[src/common/lms_pkg.sv]
// Widths assume the LMS6002D 12-bit parallel sample bus in interleaved I/Q mode
package lms_pkg;

   // Transceiver bus word, shared by ADC and DAC sides
   parameter int SAMPLE_W = 12;

   // Core sample width seen by the DSP chain
   parameter int CORE_W = 14;

   // Zero bits appended below a received word
   parameter int PAD_W = CORE_W - SAMPLE_W;

   // Aux DAC, LMS 1, LMS 2 in index order
   parameter int NUM_SPI_DEV = 3;

   // One word on the LMS data bus
   typedef logic [SAMPLE_W-1:0] lms_word_t;

   // Received I or Q sample, left-aligned to the core width
   typedef logic [CORE_W-1:0] adc_sample_t;

   // Transmit I or Q sample, same width as the bus
   typedef logic [SAMPLE_W-1:0] dac_sample_t;

endpackage

[src/lms_rx/lms_rx_deinterleave.sv]
// ADC words arrive every cycle with IQSEL high for I; the ADC cannot be stalled, so no ready
module lms_rx_deinterleave
(
   input  logic                 lms_clk,
   input  logic                 rst_n_i,

   // LMS ADC bus
   input  logic                 rx_iqsel_i,  // High marks an I word
   input  lms_pkg::lms_word_t   rx_data_i,

   // Core side, one pulse per pair
   output lms_pkg::adc_sample_t rx_i_o,
   output lms_pkg::adc_sample_t rx_q_o,
   output logic                 rx_valid_o
);

   lms_pkg::lms_word_t i_word;  // Last I word seen
   logic               i_held;  // I word waiting for its Q

   // I word capture, qualified by i_held
   always_ff @(posedge lms_clk)
   begin
      if (rx_iqsel_i)
      begin
         i_word <= rx_data_i;  // A later I simply overwrites
      end
   end

   always_ff @(posedge lms_clk)
   begin
      if (!rst_n_i)
      begin
         i_held     <= 1'b0;
         rx_i_o     <= '0;
         rx_q_o     <= '0;
         rx_valid_o <= 1'b0;
      end
      else
      begin
         rx_valid_o <= 1'b0;  // Single-cycle strobe
         if (rx_iqsel_i)
         begin
            i_held <= 1'b1;
         end
         else if (i_held)
         begin
            // Q completes the pair; left-align both to core width
            rx_i_o     <= {i_word, {lms_pkg::PAD_W{1'b0}}};
            rx_q_o     <= {rx_data_i, {lms_pkg::PAD_W{1'b0}}};
            rx_valid_o <= 1'b1;
            i_held     <= 1'b0;
         end
         // Q with no pending I is dropped
      end
   end

   // A pair needs an I and a Q word, so two strobes can never touch
   a_valid_single : assert property (
      @(posedge lms_clk) rx_valid_o |=> !rx_valid_o
   ) else $error("rx_valid_o high for two consecutive cycles");

endmodule

[src/lms_tx/lms_tx_interleave.sv]
// DAC runs at twice the pair rate; upstream must hold valid until ready, pairs are never dropped
module lms_tx_interleave
(
   input  logic                 lms_clk,
   input  logic                 rst_n_i,

   // Core side, valid/ready
   input  lms_pkg::dac_sample_t tx_i_i,
   input  lms_pkg::dac_sample_t tx_q_i,
   input  logic                 tx_valid_i,
   output logic                 tx_ready_o,

   // LMS DAC bus
   output lms_pkg::lms_word_t   tx_data_o,
   output logic                 tx_iqsel_o  // Low during I slot, high during Q slot
);

   logic                 slot_tgl;  // High while the Q slot is on the bus
   logic                 accept;
   lms_pkg::dac_sample_t q_hold;    // Q sample waiting for its slot

   // Next bus slot is I whenever the current one is Q
   assign tx_ready_o = slot_tgl;
   assign tx_iqsel_o = slot_tgl;

   assign accept = tx_valid_i && slot_tgl;

   // Q is staged at every I-slot edge, zero when nothing was taken
   always_ff @(posedge lms_clk)
   begin
      if (slot_tgl)
      begin
         q_hold <= accept ? tx_q_i : '0;
      end
   end

   always_ff @(posedge lms_clk)
   begin
      if (!rst_n_i)
      begin
         slot_tgl  <= 1'b1;  // First slot after reset is I
         tx_data_o <= '0;
      end
      else
      begin
         slot_tgl <= ~slot_tgl;
         if (slot_tgl)
         begin
            // Entering I slot
            tx_data_o <= accept ? tx_i_i : '0;
         end
         else
         begin
            tx_data_o <= q_hold;  // Entering Q slot
         end
      end
   end

   // IQSEL is free-running once out of reset
   a_iqsel_toggle : assert property (
      @(posedge lms_clk)
      rst_n_i && $past(rst_n_i) |-> (tx_iqsel_o != $past(tx_iqsel_o))
   ) else $error("tx_iqsel_o did not alternate");

   // Upstream must not withdraw a pair before it is taken
   a_valid_hold : assert property (
      @(posedge lms_clk)
      rst_n_i && tx_valid_i && !tx_ready_o |=> tx_valid_i
   ) else $error("tx_valid_i dropped before acceptance");

endmodule

[src/source/lms_frontend_top.sv]
// Two LMS6002D sample paths plus SPI routing on lms_clk rising edges; TXEN/RXEN tied off-chip
module lms_frontend_top
(
   input  logic                                lms_clk,
   input  logic                                rst_n_i,

   // ADC buses from the transceivers
   input  logic                                rx1_iqsel_i,
   input  lms_pkg::lms_word_t                  rx1_data_i,
   input  logic                                rx2_iqsel_i,
   input  lms_pkg::lms_word_t                  rx2_data_i,

   // Received pairs to the core
   output lms_pkg::adc_sample_t                adc1_i_o,
   output lms_pkg::adc_sample_t                adc1_q_o,
   output logic                                adc1_valid_o,
   output lms_pkg::adc_sample_t                adc2_i_o,
   output lms_pkg::adc_sample_t                adc2_q_o,
   output logic                                adc2_valid_o,

   // Transmit pairs from the core
   input  lms_pkg::dac_sample_t                dac1_i_i,
   input  lms_pkg::dac_sample_t                dac1_q_i,
   input  logic                                dac1_valid_i,
   input  lms_pkg::dac_sample_t                dac2_i_i,
   input  lms_pkg::dac_sample_t                dac2_q_i,
   input  logic                                dac2_valid_i,

   // DAC buses to the transceivers
   output logic                                dac1_ready_o,
   output logic                                dac2_ready_o,
   output lms_pkg::lms_word_t                  tx1_data_o,
   output logic                                tx1_iqsel_o,
   output lms_pkg::lms_word_t                  tx2_data_o,
   output logic                                tx2_iqsel_o,

   // SPI with device order aux DAC, LMS 1, LMS 2
   input  logic                                spi_sclk_i,
   input  logic                                spi_mosi_i,
   input  logic [lms_pkg::NUM_SPI_DEV-1:0]     spi_sen_n_i,
   output logic                                spi_miso_o,
   output logic [lms_pkg::NUM_SPI_DEV-1:0]     dev_sclk_o,
   output logic [lms_pkg::NUM_SPI_DEV-1:0]     dev_mosi_o,
   input  logic [lms_pkg::NUM_SPI_DEV-1:0]     dev_miso_i
);

   lms_rx_deinterleave u_rx1 (
      .lms_clk    (lms_clk),
      .rst_n_i    (rst_n_i),
      .rx_iqsel_i (rx1_iqsel_i),
      .rx_data_i  (rx1_data_i),
      .rx_i_o     (adc1_i_o),
      .rx_q_o     (adc1_q_o),
      .rx_valid_o (adc1_valid_o)
   );

   lms_rx_deinterleave u_rx2 (
      .lms_clk    (lms_clk),
      .rst_n_i    (rst_n_i),
      .rx_iqsel_i (rx2_iqsel_i),
      .rx_data_i  (rx2_data_i),
      .rx_i_o     (adc2_i_o),
      .rx_q_o     (adc2_q_o),
      .rx_valid_o (adc2_valid_o)
   );

   lms_tx_interleave u_tx1 (
      .lms_clk    (lms_clk),
      .rst_n_i    (rst_n_i),
      .tx_i_i     (dac1_i_i),
      .tx_q_i     (dac1_q_i),
      .tx_valid_i (dac1_valid_i),
      .tx_ready_o (dac1_ready_o),
      .tx_data_o  (tx1_data_o),
      .tx_iqsel_o (tx1_iqsel_o)
   );

   lms_tx_interleave u_tx2 (
      .lms_clk    (lms_clk),
      .rst_n_i    (rst_n_i),
      .tx_i_i     (dac2_i_i),
      .tx_q_i     (dac2_q_i),
      .tx_valid_i (dac2_valid_i),
      .tx_ready_o (dac2_ready_o),
      .tx_data_o  (tx2_data_o),
      .tx_iqsel_o (tx2_iqsel_o)
   );

   // Aux DAC and both transceivers share one master
   lms_spi_router #(
      .NUM_DEV (lms_pkg::NUM_SPI_DEV)
   ) u_spi (
      .lms_clk     (lms_clk),
      .rst_n_i     (rst_n_i),
      .spi_sclk_i  (spi_sclk_i),
      .spi_mosi_i  (spi_mosi_i),
      .spi_sen_n_i (spi_sen_n_i),
      .spi_miso_o  (spi_miso_o),
      .dev_miso_i  (dev_miso_i),
      .dev_sclk_o  (dev_sclk_o),
      .dev_mosi_o  (dev_mosi_o)
   );

endmodule

[src/source/lms_spi_router.sv]
// Combinational SPI fan-out; the master must enable at most one device at a time
module lms_spi_router
#(
   parameter int NUM_DEV = 1
)
(
   input  logic               lms_clk,      // Only samples the enable check
   input  logic               rst_n_i,

   // Shared SPI master
   input  logic               spi_sclk_i,
   input  logic               spi_mosi_i,
   input  logic [NUM_DEV-1:0] spi_sen_n_i,  // Active-low enables
   output logic               spi_miso_o,

   // Per-device lines
   input  logic [NUM_DEV-1:0] dev_miso_i,
   output logic [NUM_DEV-1:0] dev_sclk_o,
   output logic [NUM_DEV-1:0] dev_mosi_o
);

   logic [NUM_DEV-1:0] dev_en;   // Active-high selects
   logic [NUM_DEV-1:0] dev_out;  // Selects that may drive outward

   assign dev_en  = ~spi_sen_n_i;
   assign dev_out = dev_en & {NUM_DEV{rst_n_i}};  // Quiet bus while in reset

   // Only the selected device sees clock and data
   assign dev_sclk_o = dev_out & {NUM_DEV{spi_sclk_i}};
   assign dev_mosi_o = dev_out & {NUM_DEV{spi_mosi_i}};

   // Unselected devices cannot disturb the return line
   assign spi_miso_o = |(dev_en & dev_miso_i);

   // Merged MISO is only meaningful with a single device selected
   a_one_enable : assert property (
      @(posedge lms_clk) rst_n_i |-> $onehot0(dev_en)
   ) else $error("more than one SPI device enabled");

endmodule

[config.mk]
export PLATFORM = sky130hd
export DESIGN_NAME = lms_frontend_top
export DESIGN_NICKNAME = d
export VERILOG_FILES = /design/src/common/lms_pkg.sv /design/src/lms_rx/lms_rx_deinterleave.sv /design/src/lms_tx/lms_tx_interleave.sv /design/src/source/lms_frontend_top.sv /design/src/source/lms_spi_router.sv
export SDC_FILE = /design/constraint.sdc
export NUM_CORES = 1
export LEC_CHECK = 0
export ABC_AREA = 1
export BUFFER_PORTS_ARGS = -buffer_cell sky130_fd_sc_hd__clkbuf_2
export CORE_AREA = 4 4 146 148
export DETAILED_ROUTE_END_ITERATION = 8
export DIE_AREA = 0 0 150 152
export GPL_TIMING_DRIVEN = 0
export PLACE_DENSITY = 0.48
export SYNTH_ARGS = -nofsm -noshare
export SYNTH_HDL_FRONTEND = slang
export SYNTH_SLANG_ARGS = --single-unit
[constraint.sdc]
create_clock -name lms_clk -period 3.8 [get_ports lms_clk]
set_input_delay 0.38 -clock lms_clk [delete_from_list [all_inputs] [get_ports lms_clk]]
set_output_delay 0.38 -clock lms_clk [all_outputs]
set_load 0.1 [all_outputs]
# Word-level counts from Yosys, hierarchy flattened

Cells that the tools add are included.

Add/sub/neg operators: 0
$lt $le $gt $ge: 0
Equal/unequal tests: 0
Reductions and logical operators: 7
Mux-type cells: 8
Shift-type cells: 0
Bitwise gates (word level): 10
Divide/modulo/power cells: 0
Multipliers: 0

Operator list:

| kind              | number |
|---|---|
| $mux 12           | 4 |
| $and 3x3->3       | 4 |
| $not 1->1         | 5 |
| $mux 1            | 4 |
| $reduce_and 2->1  | 2 |
| $reduce_or 2->1   | 2 |
| $not 3->3         | 1 |
| $reduce_or 3->1   | 1 |
| $logic_and 1x1->1 | 2 |

Memory bits (read-only): 0
Bits in writable memories: 0
Input port bits: 86
Bits in latches: 0
Output and inout bits: 93
Bits in registers: 126
Memories: 0

# Longest topological paths before layout

Gate-level depths: netlist of run 1.

Depth after elaboration: 3
Gate-level depth with buffers: 6
Depth with buffers taken out: 4

# Cells and area by module

A second synthesis of run 1 with hierarchy kept.

Cells, all modules: 568
Area, all modules: 4908.5 µm²

Modules (own cells, without submodules):

| module              | area each (µm²) | sequential area each (µm²) | cells each | times used |
|---|---|---|---|---|
| lms_rx_deinterleave | 1492.7          | 880.8                      | 180        | 2 |
| lms_tx_interleave   | 927.1           | 620.6                      | 95         | 2 |
| lms_spi_router      | 68.8            | 0.0                        | 18         | 1 |

# Worst setup path before layout of run 1

OpenSTA, ideal clock, no wires.

Path kind: in2out
From: input rst_n_i
To: output dev_mosi_o[1] (netlist bit)
Arrival time: 2.830 ns
Stages: 4
Path buffers: 2
Slack: 0.590 ns
Cell sequence: buf_2 -> inv_1 -> buf_2 -> nor3_1

Longest elaborated chain between the ends: 2

RTL lines:

| element         | line                   | text |
|---|---|---|
| start, declared | lms_frontend_top.sv:5  | `input logic rst_n_i,` |
| $and 3x3->3     | lms_spi_router.sv:26   | `assign dev_out = dev_en & {NUM_DEV{rst_n_i}};` |
| $and 3x3->3     | lms_spi_router.sv:30   | `assign dev_mosi_o = dev_out & {NUM_DEV{spi_mosi_i}};` |
| end, declared   | lms_frontend_top.sv:43 | `output logic [lms_pkg::NUM_SPI_DEV-1:0] dev_mosi_o,` |

Every way passes these cells.

# Worst setup path after layout of run 1

From: register u_tx2.slot_tgl, in the netlist u_tx2.tx_iqsel_o
To: output tx2_iqsel_o

RTL lines:

| element                | line                    | text |
|---|---|---|
| start, declared        | lms_tx_interleave.sv:18 | `logic slot_tgl;` |
| start signal, assigned | lms_tx_interleave.sv:46 | `slot_tgl <= ~slot_tgl;` |
| end, declared          | lms_frontend_top.sv:35  | `output logic tx2_iqsel_o,` |

No word-level cell between the ends.

==> qor.csv, run 1 <==
stage;metric;value;unit
timing;clock skew;0.0103;ns
placed_design;Final Wtd Congestion;0.753;
clock_network;Clock Tree Buf Depth;2;
power;sw frac;31.4;%
timing;minimum clock period;2.30;ns
layout;Layout area overhead;35.2;%
timing;RSZ-0062 raised after global routing;false;
grt;initial antenna violation count;1;
critical_path;Required @ worst endpoint;3.42;ns
timing;final setup TNS;0;ns
die;Die Y;152;µm
critical_path;CP max FO;20;
synthesis;Yosys cell types;18;
die;Die ar.;22800;µm²
placed_design;placed cell area;6180;µm²
placed_design;HPWL after detailed placement;10.4;mm
timing;Setup Viol. Count Final;0;
power;worst vdd ir;0.272;mV
layout;commonest non-fill, non-tap cells in the layout;169 x clkbuf_2, 100 x nor2_1, 82 x inv_1;
die;core region area;20000;µm²
timing;fin crit share;60.6;%
timing;worst hold slack;0.157;ns
power;Internal;0.00256;W
power;Gate power share;18.6;%
power;Clk pwr share;40.3;%
layout;# nets final;842;
route;Vias/cell;3.92;
critical_path;slowest stage delay, CP;0.84;ns
grt;largest net degree at the start of global routing;21;
synthesis;sequential share of the synthesized area;60.5;%
route;Final Routed Wirelength;13.7;mm
synthesis;#FFs+latches synth;126;
synthesis;synthesized cell area;4970;µm²
clock_network;CTS clk-pin slew, worst paths;0.06;ns
clock_network;root buffer cell;clkbuf_16;
clock_network;Clock Latency Late Sink;0.42;ns
clock_network;CTS-repair resized insts;0;
worst_hold_path;Hold Crit Class;primary input to flip-flop;
synthesis;post-synth top area cell;dfxtp_1;
layout;Fillers;2223;
layout;storage element area;3000;µm²
timing;Slew @ Worst Pin;0.812;ns
clock_network;# hold bufs at CTS;0;
power;Seq pwr share;41.1;%
power;Leak Pwr;3.34;nW
layout;multi-input combinational cell area;1380;µm²
timing;FMAX;434;MHz
critical_path;Slowest cell on crit path;dfxtp_1;
synthesis;ranking of synthesized cells by area;dfxtp_1 31%, edfxtp_1 29%, nor2_1 7.6%;
die;Rows;52;
die;I/O Pins;179;
route;first-iteration detailed-routing DRC count;124;
run;maxcap violations;0;
power;PwrDens;555;nW/µm²
route;via count;4073;
synthesis;Ys Warns;0;
critical_path;CP Launch Type;flip-flop;
critical_path;worst-path cell chain;buf_4, clkbuf_2;
clock_network;TritonCTS clock tree;built;
critical_path;arrival time worst endpoint;1.92;ns
timing;final-report max-slew violation count;0;
synthesis;post-synth top area share;31.4;%
critical_path;critical path endpoint category;output port;
clock_network;clock sinks;126;
layout;commonest non-fill, non-tap cell in the layout;clkbuf_2;
die;initial core utilization;24.8;%
clock_network;H-tree depth;4;
clock_network;CTS buffer count;17;
grt;first-pass GRT wire length;21.4;mm
layout;Final Cell Area;6720;µm²
route;first-pass iteration count of the detailed router;4;
route;Avg WL per Cell;13.2;µm
power;Net Sw Power;0.00117;W
synthesis;Synth Area per Inst;8.85;µm²
clock_network;post-CTS setup buffers;0;
grt;Total GRT Usage;12.3;%
grt;vias in the first global route;4067;
die;die width;150;µm
timing;Final Hold Vio Count;0;
synthesis;Synth Instances;561;
critical_path;WS Path Type;flip-flop to output port;
timing;Relative slew margins;45.8;%
run_status;status;complete, no violations;
grt;total grt overflow;0;
layout;layout cells sized above 1;33.8;%
placed_design;port bufs;169;
route;DR DRC count;0;
route;Routed Antenna Nets;0;
## per-layer routing
metal / vias to the layer above / global-route usage, % / share of wire, %
met2: 101 / 19.8 / 48
met5: - / 0 / 0
li1: 2116 / - / -
met4: 0 / 5.27 / 2.2
met1: 1839 / 15.0 / 44
met3: 17 / 3.93 / 5.7
## flip-flops by register name, indices dropped and copies added, names as in the netlist, 12 cells and up
register,flops
u_rx1.rx_i_o,12
u_rx2.rx_i_o,12
u_rx1.i_word,12
u_tx1.q_hold,12
u_tx2.q_hold,12
u_rx2.i_word,12
u_rx1.rx_q_o,12
u_tx2.tx_data_o,12
u_tx1.tx_data_o,12
u_rx2.rx_q_o,12
## cell type report
class / count / share of cell area (%)
antenna: 1 / 0.0373
buffer: 41 / 4.25
clock buffer: 24 / 7.02
clock inverter: 8 / 0.987
inverter: 86 / 4.81
multi-input combinational: 315 / 20.6
sequential: 126 / 44.7
tap: 270 / 5.03
timing repair buffer: 169 / 12.6
## logic make-up after synthesis
family	Yosys count	share of synthesized area, %
flip-flops	126	60.5
other	1	0.0755
buffers and inverters	127	12.2
AND/OR/NAND/NOR	282	24.6
AO/OA/AOI/OAI	25	2.57
## critical path: cells and delay by family (launching register included)
| family | cells | cell delay, ns |
|---|---|---|
| buffers and inverters | 2 | 0.67 |
| flip-flops | 1 | 0.84 |
## worst paths after layout
kind               startpoint         endpoint  slack [ns]  cells past startpoint
max          u_tx2.tx_iqsel_o      tx2_iqsel_o        1.50                      2
min             rx1_data_i[6]  u_rx1.i_word[6]        0.16                      1
max reg2reg  u_tx2.tx_iqsel_o  u_tx2.q_hold[8]        2.19                      3
min reg2reg   u_rx2.rx_q_o[5]  u_rx2.rx_q_o[5]        0.48                      2
## stage by stage
stage          cells  total power, W  setup slack (ns)  utilization, %
6_report        1040         0.00373              1.50            33.5
3_3_place_gp    1007         0.00226              1.74            30.8
4_1_cts         1039         0.00379              1.44            33.5
3_5_place_dp    1007         0.00226              1.74            30.8
2_1_floorplan    568         0.00210             0.590               -
5_1_grt         1040         0.00389              1.36            33.5
## power by group through the flow
stage	clock network, W	logic [W]	registers (W)
4_1_cts	0.00155	0.000702	0.00154
3_3_place_gp	0	0.000699	0.00156
5_1_grt	0.00161	0.000737	0.00154
6_report	0.00150	0.000693	0.00153
3_5_place_dp	0	0.000700	0.00156
2_1_floorplan	0	0.000232	0.00187
## Yosys cell counts, drive strengths merged
master / count
a21oi: 24
nand2: 80
inv: 86
clkbuf: 3
dfxtp: 78
nor3: 8
edfxtp: 48
nor2: 122
nand3: 72
o211ai: 1
buf: 38
conb: 1
Note: power is estimated with default switching activity, not from simulation.
==> inputs of run 2 (changes only) <==
--- a/config.mk
+++ b/config.mk
@@ -11,7 +11,7 @@
 export DETAILED_ROUTE_END_ITERATION = 8
 export DIE_AREA = 0 0 150 152
 export GPL_TIMING_DRIVEN = 0
-export PLACE_DENSITY = 0.48
+export PLACE_DENSITY = 0.49
 export SYNTH_ARGS = -nofsm -noshare
 export SYNTH_HDL_FRONTEND = slang
 export SYNTH_SLANG_ARGS = --single-unit
==> constraint.sdc (replaced) <==
create_clock -name lms_clk -period 1.95 [get_ports lms_clk]
set_input_delay 0.195 -clock lms_clk [delete_from_list [all_inputs] [get_ports lms_clk]]
set_output_delay 0.195 -clock lms_clk [all_outputs]
set_load 0.1 [all_outputs]
==> qor.csv, run 2 (same netlist as run 1, synthesis figures left out) <==
stage;metric;value;unit;change
run_status;status;complete, no violations;;unchanged
run;maxcap violations;0;;unchanged
route;Vias/cell;3.89;;was 3.92
layout;commonest non-fill, non-tap cell in the layout;clkbuf_2;;unchanged
grt;Total GRT Usage;12.3;%;about the same
power;Net Sw Power;0.00237;W;was 0.00117 W
die;I/O Pins;179;;unchanged
clock_network;H-tree depth;4;;unchanged
power;Seq pwr share;39.2;%;was 41.1%
timing;FMAX;546;MHz;
timing;final setup TNS;0;ns;unchanged
critical_path;slowest stage delay, CP;0.59;ns;was 0.84 ns
timing;fin crit share;93.9;%;
route;Routed Antenna Nets;0;;unchanged
layout;layout cells sized above 1;34.0;%;was 33.8%
layout;diode count;0;;was 1
placed_design;port bufs;169;;unchanged
critical_path;Required @ worst endpoint;1.75;ns;was 3.42 ns
placed_design;Final Wtd Congestion;0.785;;was 0.753
critical_path;Slowest cell on crit path;dfxtp_2;;was dfxtp_1
critical_path;worst-path cell chain;buf_4, clkbuf_2;;unchanged
clock_network;CTS clk-pin slew, worst paths;0.06;ns;about the same
timing;final-report max-slew violation count;0;;unchanged
die;Rows;52;;unchanged
grt;total grt overflow;0;;unchanged
placed_design;HPWL after detailed placement;10.2;mm;was 10.4 mm
critical_path;CP Launch Type;flip-flop;;unchanged
worst_hold_path;Hold Crit Depth;3;;was 1
route;Avg WL per Cell;12.9;µm;was 13.2 µm
timing;clock skew;0.00771;ns;was 0.0103 ns
power;sw frac;31.0;%;was 31.4%
layout;commonest non-fill, non-tap cells in the layout;169 x clkbuf_2, 100 x nor2_1, 82 x inv_1;;unchanged
power;Leak Pwr;3.46;nW;was 3.34 nW
critical_path;crit path buf inv count;2;;unchanged
critical_path;CP max FO;20;;unchanged
clock_network;root buffer cell;clkbuf_16;;unchanged
power;worst vdd ir;0.506;mV;was 0.272 mV
critical_path;critical path endpoint category;output port;;unchanged
clock_network;Clock Tree Buf Depth;2;;unchanged
timing;Slew @ Worst Pin;0.582;ns;was 0.812 ns
clock_network;TritonCTS clock tree;built;;unchanged
timing;minimum clock period;1.83;ns;
grt;first-pass GRT wire length;21.7;mm;was 21.4 mm
power;Internal;0.00525;W;was 0.00256 W
timing;Relative slew margins;61.4;%;was 45.8%
clock_network;CTS buffer count;17;;unchanged
route;Final Routed Wirelength;13.7;mm;about the same
timing;Setup Viol. Count Final;0;;unchanged
die;core region area;20000;µm²;unchanged
critical_path;arrival time worst endpoint;1.64;ns;was 1.92 ns
timing;Final Hold Vio Count;0;;unchanged
clock_network;clock sinks;126;;unchanged
critical_path;critical path depth;2;;unchanged
die;Die ar.;22800;µm²;unchanged
route;DR DRC count;0;;unchanged
power;Clk pwr share;42.4;%;was 40.3%
route;via count;4134;;was 4,073
timing;worst hold slack;0.0258;ns;was 0.157 ns
die;Die Y;152;µm;unchanged
route;first-pass iteration count of the detailed router;4;;unchanged
power;Gate power share;18.3;%;was 18.6%
layout;Layout area overhead;42.5;%;was 35.2%
die;initial core utilization;24.8;%;unchanged
timing;RSZ-0062 raised after global routing;false;;unchanged
critical_path;reg2reg path depth;3;;unchanged
critical_path;cell family with the largest share of critical-path delay;buffers and inverters;;was flip-flops
power;PwrDens;1080;nW/µm²;was 555 nW/µm²
critical_path;WS Path Type;flip-flop to output port;;unchanged
worst_hold_path;Hold Crit Class;primary input to flip-flop;;unchanged
grt;vias in the first global route;4097;;was 4,067
layout;# nets final;867;;was 842
route;first-iteration detailed-routing DRC count;154;;was 124
clock_network;Clock Latency Late Sink;0.42;ns;about the same
grt;largest net degree at the start of global routing;21;;unchanged
grt;initial antenna violation count;0;;was 1
die;die width;150;µm;unchanged
## run 2: worst register-to-register path, cell delays in order (launching register included)
cell	delay (ns)
dfxtp_2	0.45
nand2_1	0.15
clkbuf_1	0.37
nor2_1	0.10
## run 2: path summary, 6_finish.rpt
kind | end | slack (ns) | start
min reg2reg | u_rx1.rx_q_o[12] | 0.48 | u_rx1.rx_q_o[12]
min | u_tx2.tx_data_o[7] | 0.03 | dac2_i_i[7]
max | tx1_iqsel_o | 0.12 | u_tx1.tx_iqsel_o
max reg2reg | u_tx2.q_hold[4] | 0.62 | u_tx2.tx_iqsel_o
## run 2: cell type report
cell class	instances	area (µm²)
fillers	2171	13000
plain buffers	41	285
multi-input cells	315	1420
repair buffers	194	1100
flip-flops and latches	126	3010
clock buffers	18	439
inverters	86	323
clock inverters	14	168
well taps	270	338
## run 2: routing by layer
metal / part of all wire, % / vias to the layer above / global-route usage, %
met4: 2.0 / 0 / 4.97
met3: 5.3 / 19 / 3.28
met5: 0 / - / 0
met2: 48 / 105 / 19.9
li1: - / 2173 / -
met1: 44 / 1837 / 15.7
## run 2: stage by stage
step | setup slack (ns) | util, % | total power [W] | instances | cell area [µm²]
2_1_floorplan | -0.722 | - | 0.00411 | 568 | 5030
3_3_place_gp | 0.190 | 31.0 | 0.00441 | 1007 | 6220
3_5_place_dp | 0.199 | 31.0 | 0.00442 | 1007 | 6220
4_1_cts | 0.0758 | 35.3 | 0.00774 | 1064 | 7070
5_1_grt | 0.0152 | 35.3 | 0.00795 | 1064 | 7070
6_report | 0.119 | 35.3 | 0.00762 | 1064 | 7070
## run 2: power groups by stage
stage	Clock (W)	Combinational (W)	Sequential (W)
after floorplan	0	0.000458	0.00365
after global placement	0	0.00137	0.00305
after detailed placement	0	0.00137	0.00305
after CTS	0.00334	0.00141	0.00299
after global routing	0.00345	0.00149	0.00301
final	0.00323	0.00140	0.00299
## run 2: what timing repair did
item	4_1_cts	5_1_grt
buffers inserted	0	0
gates resized for setup	1	0
endpoints found under the setup margin	2	0
hold endpoints to repair	25	0
hold buffers	25	0
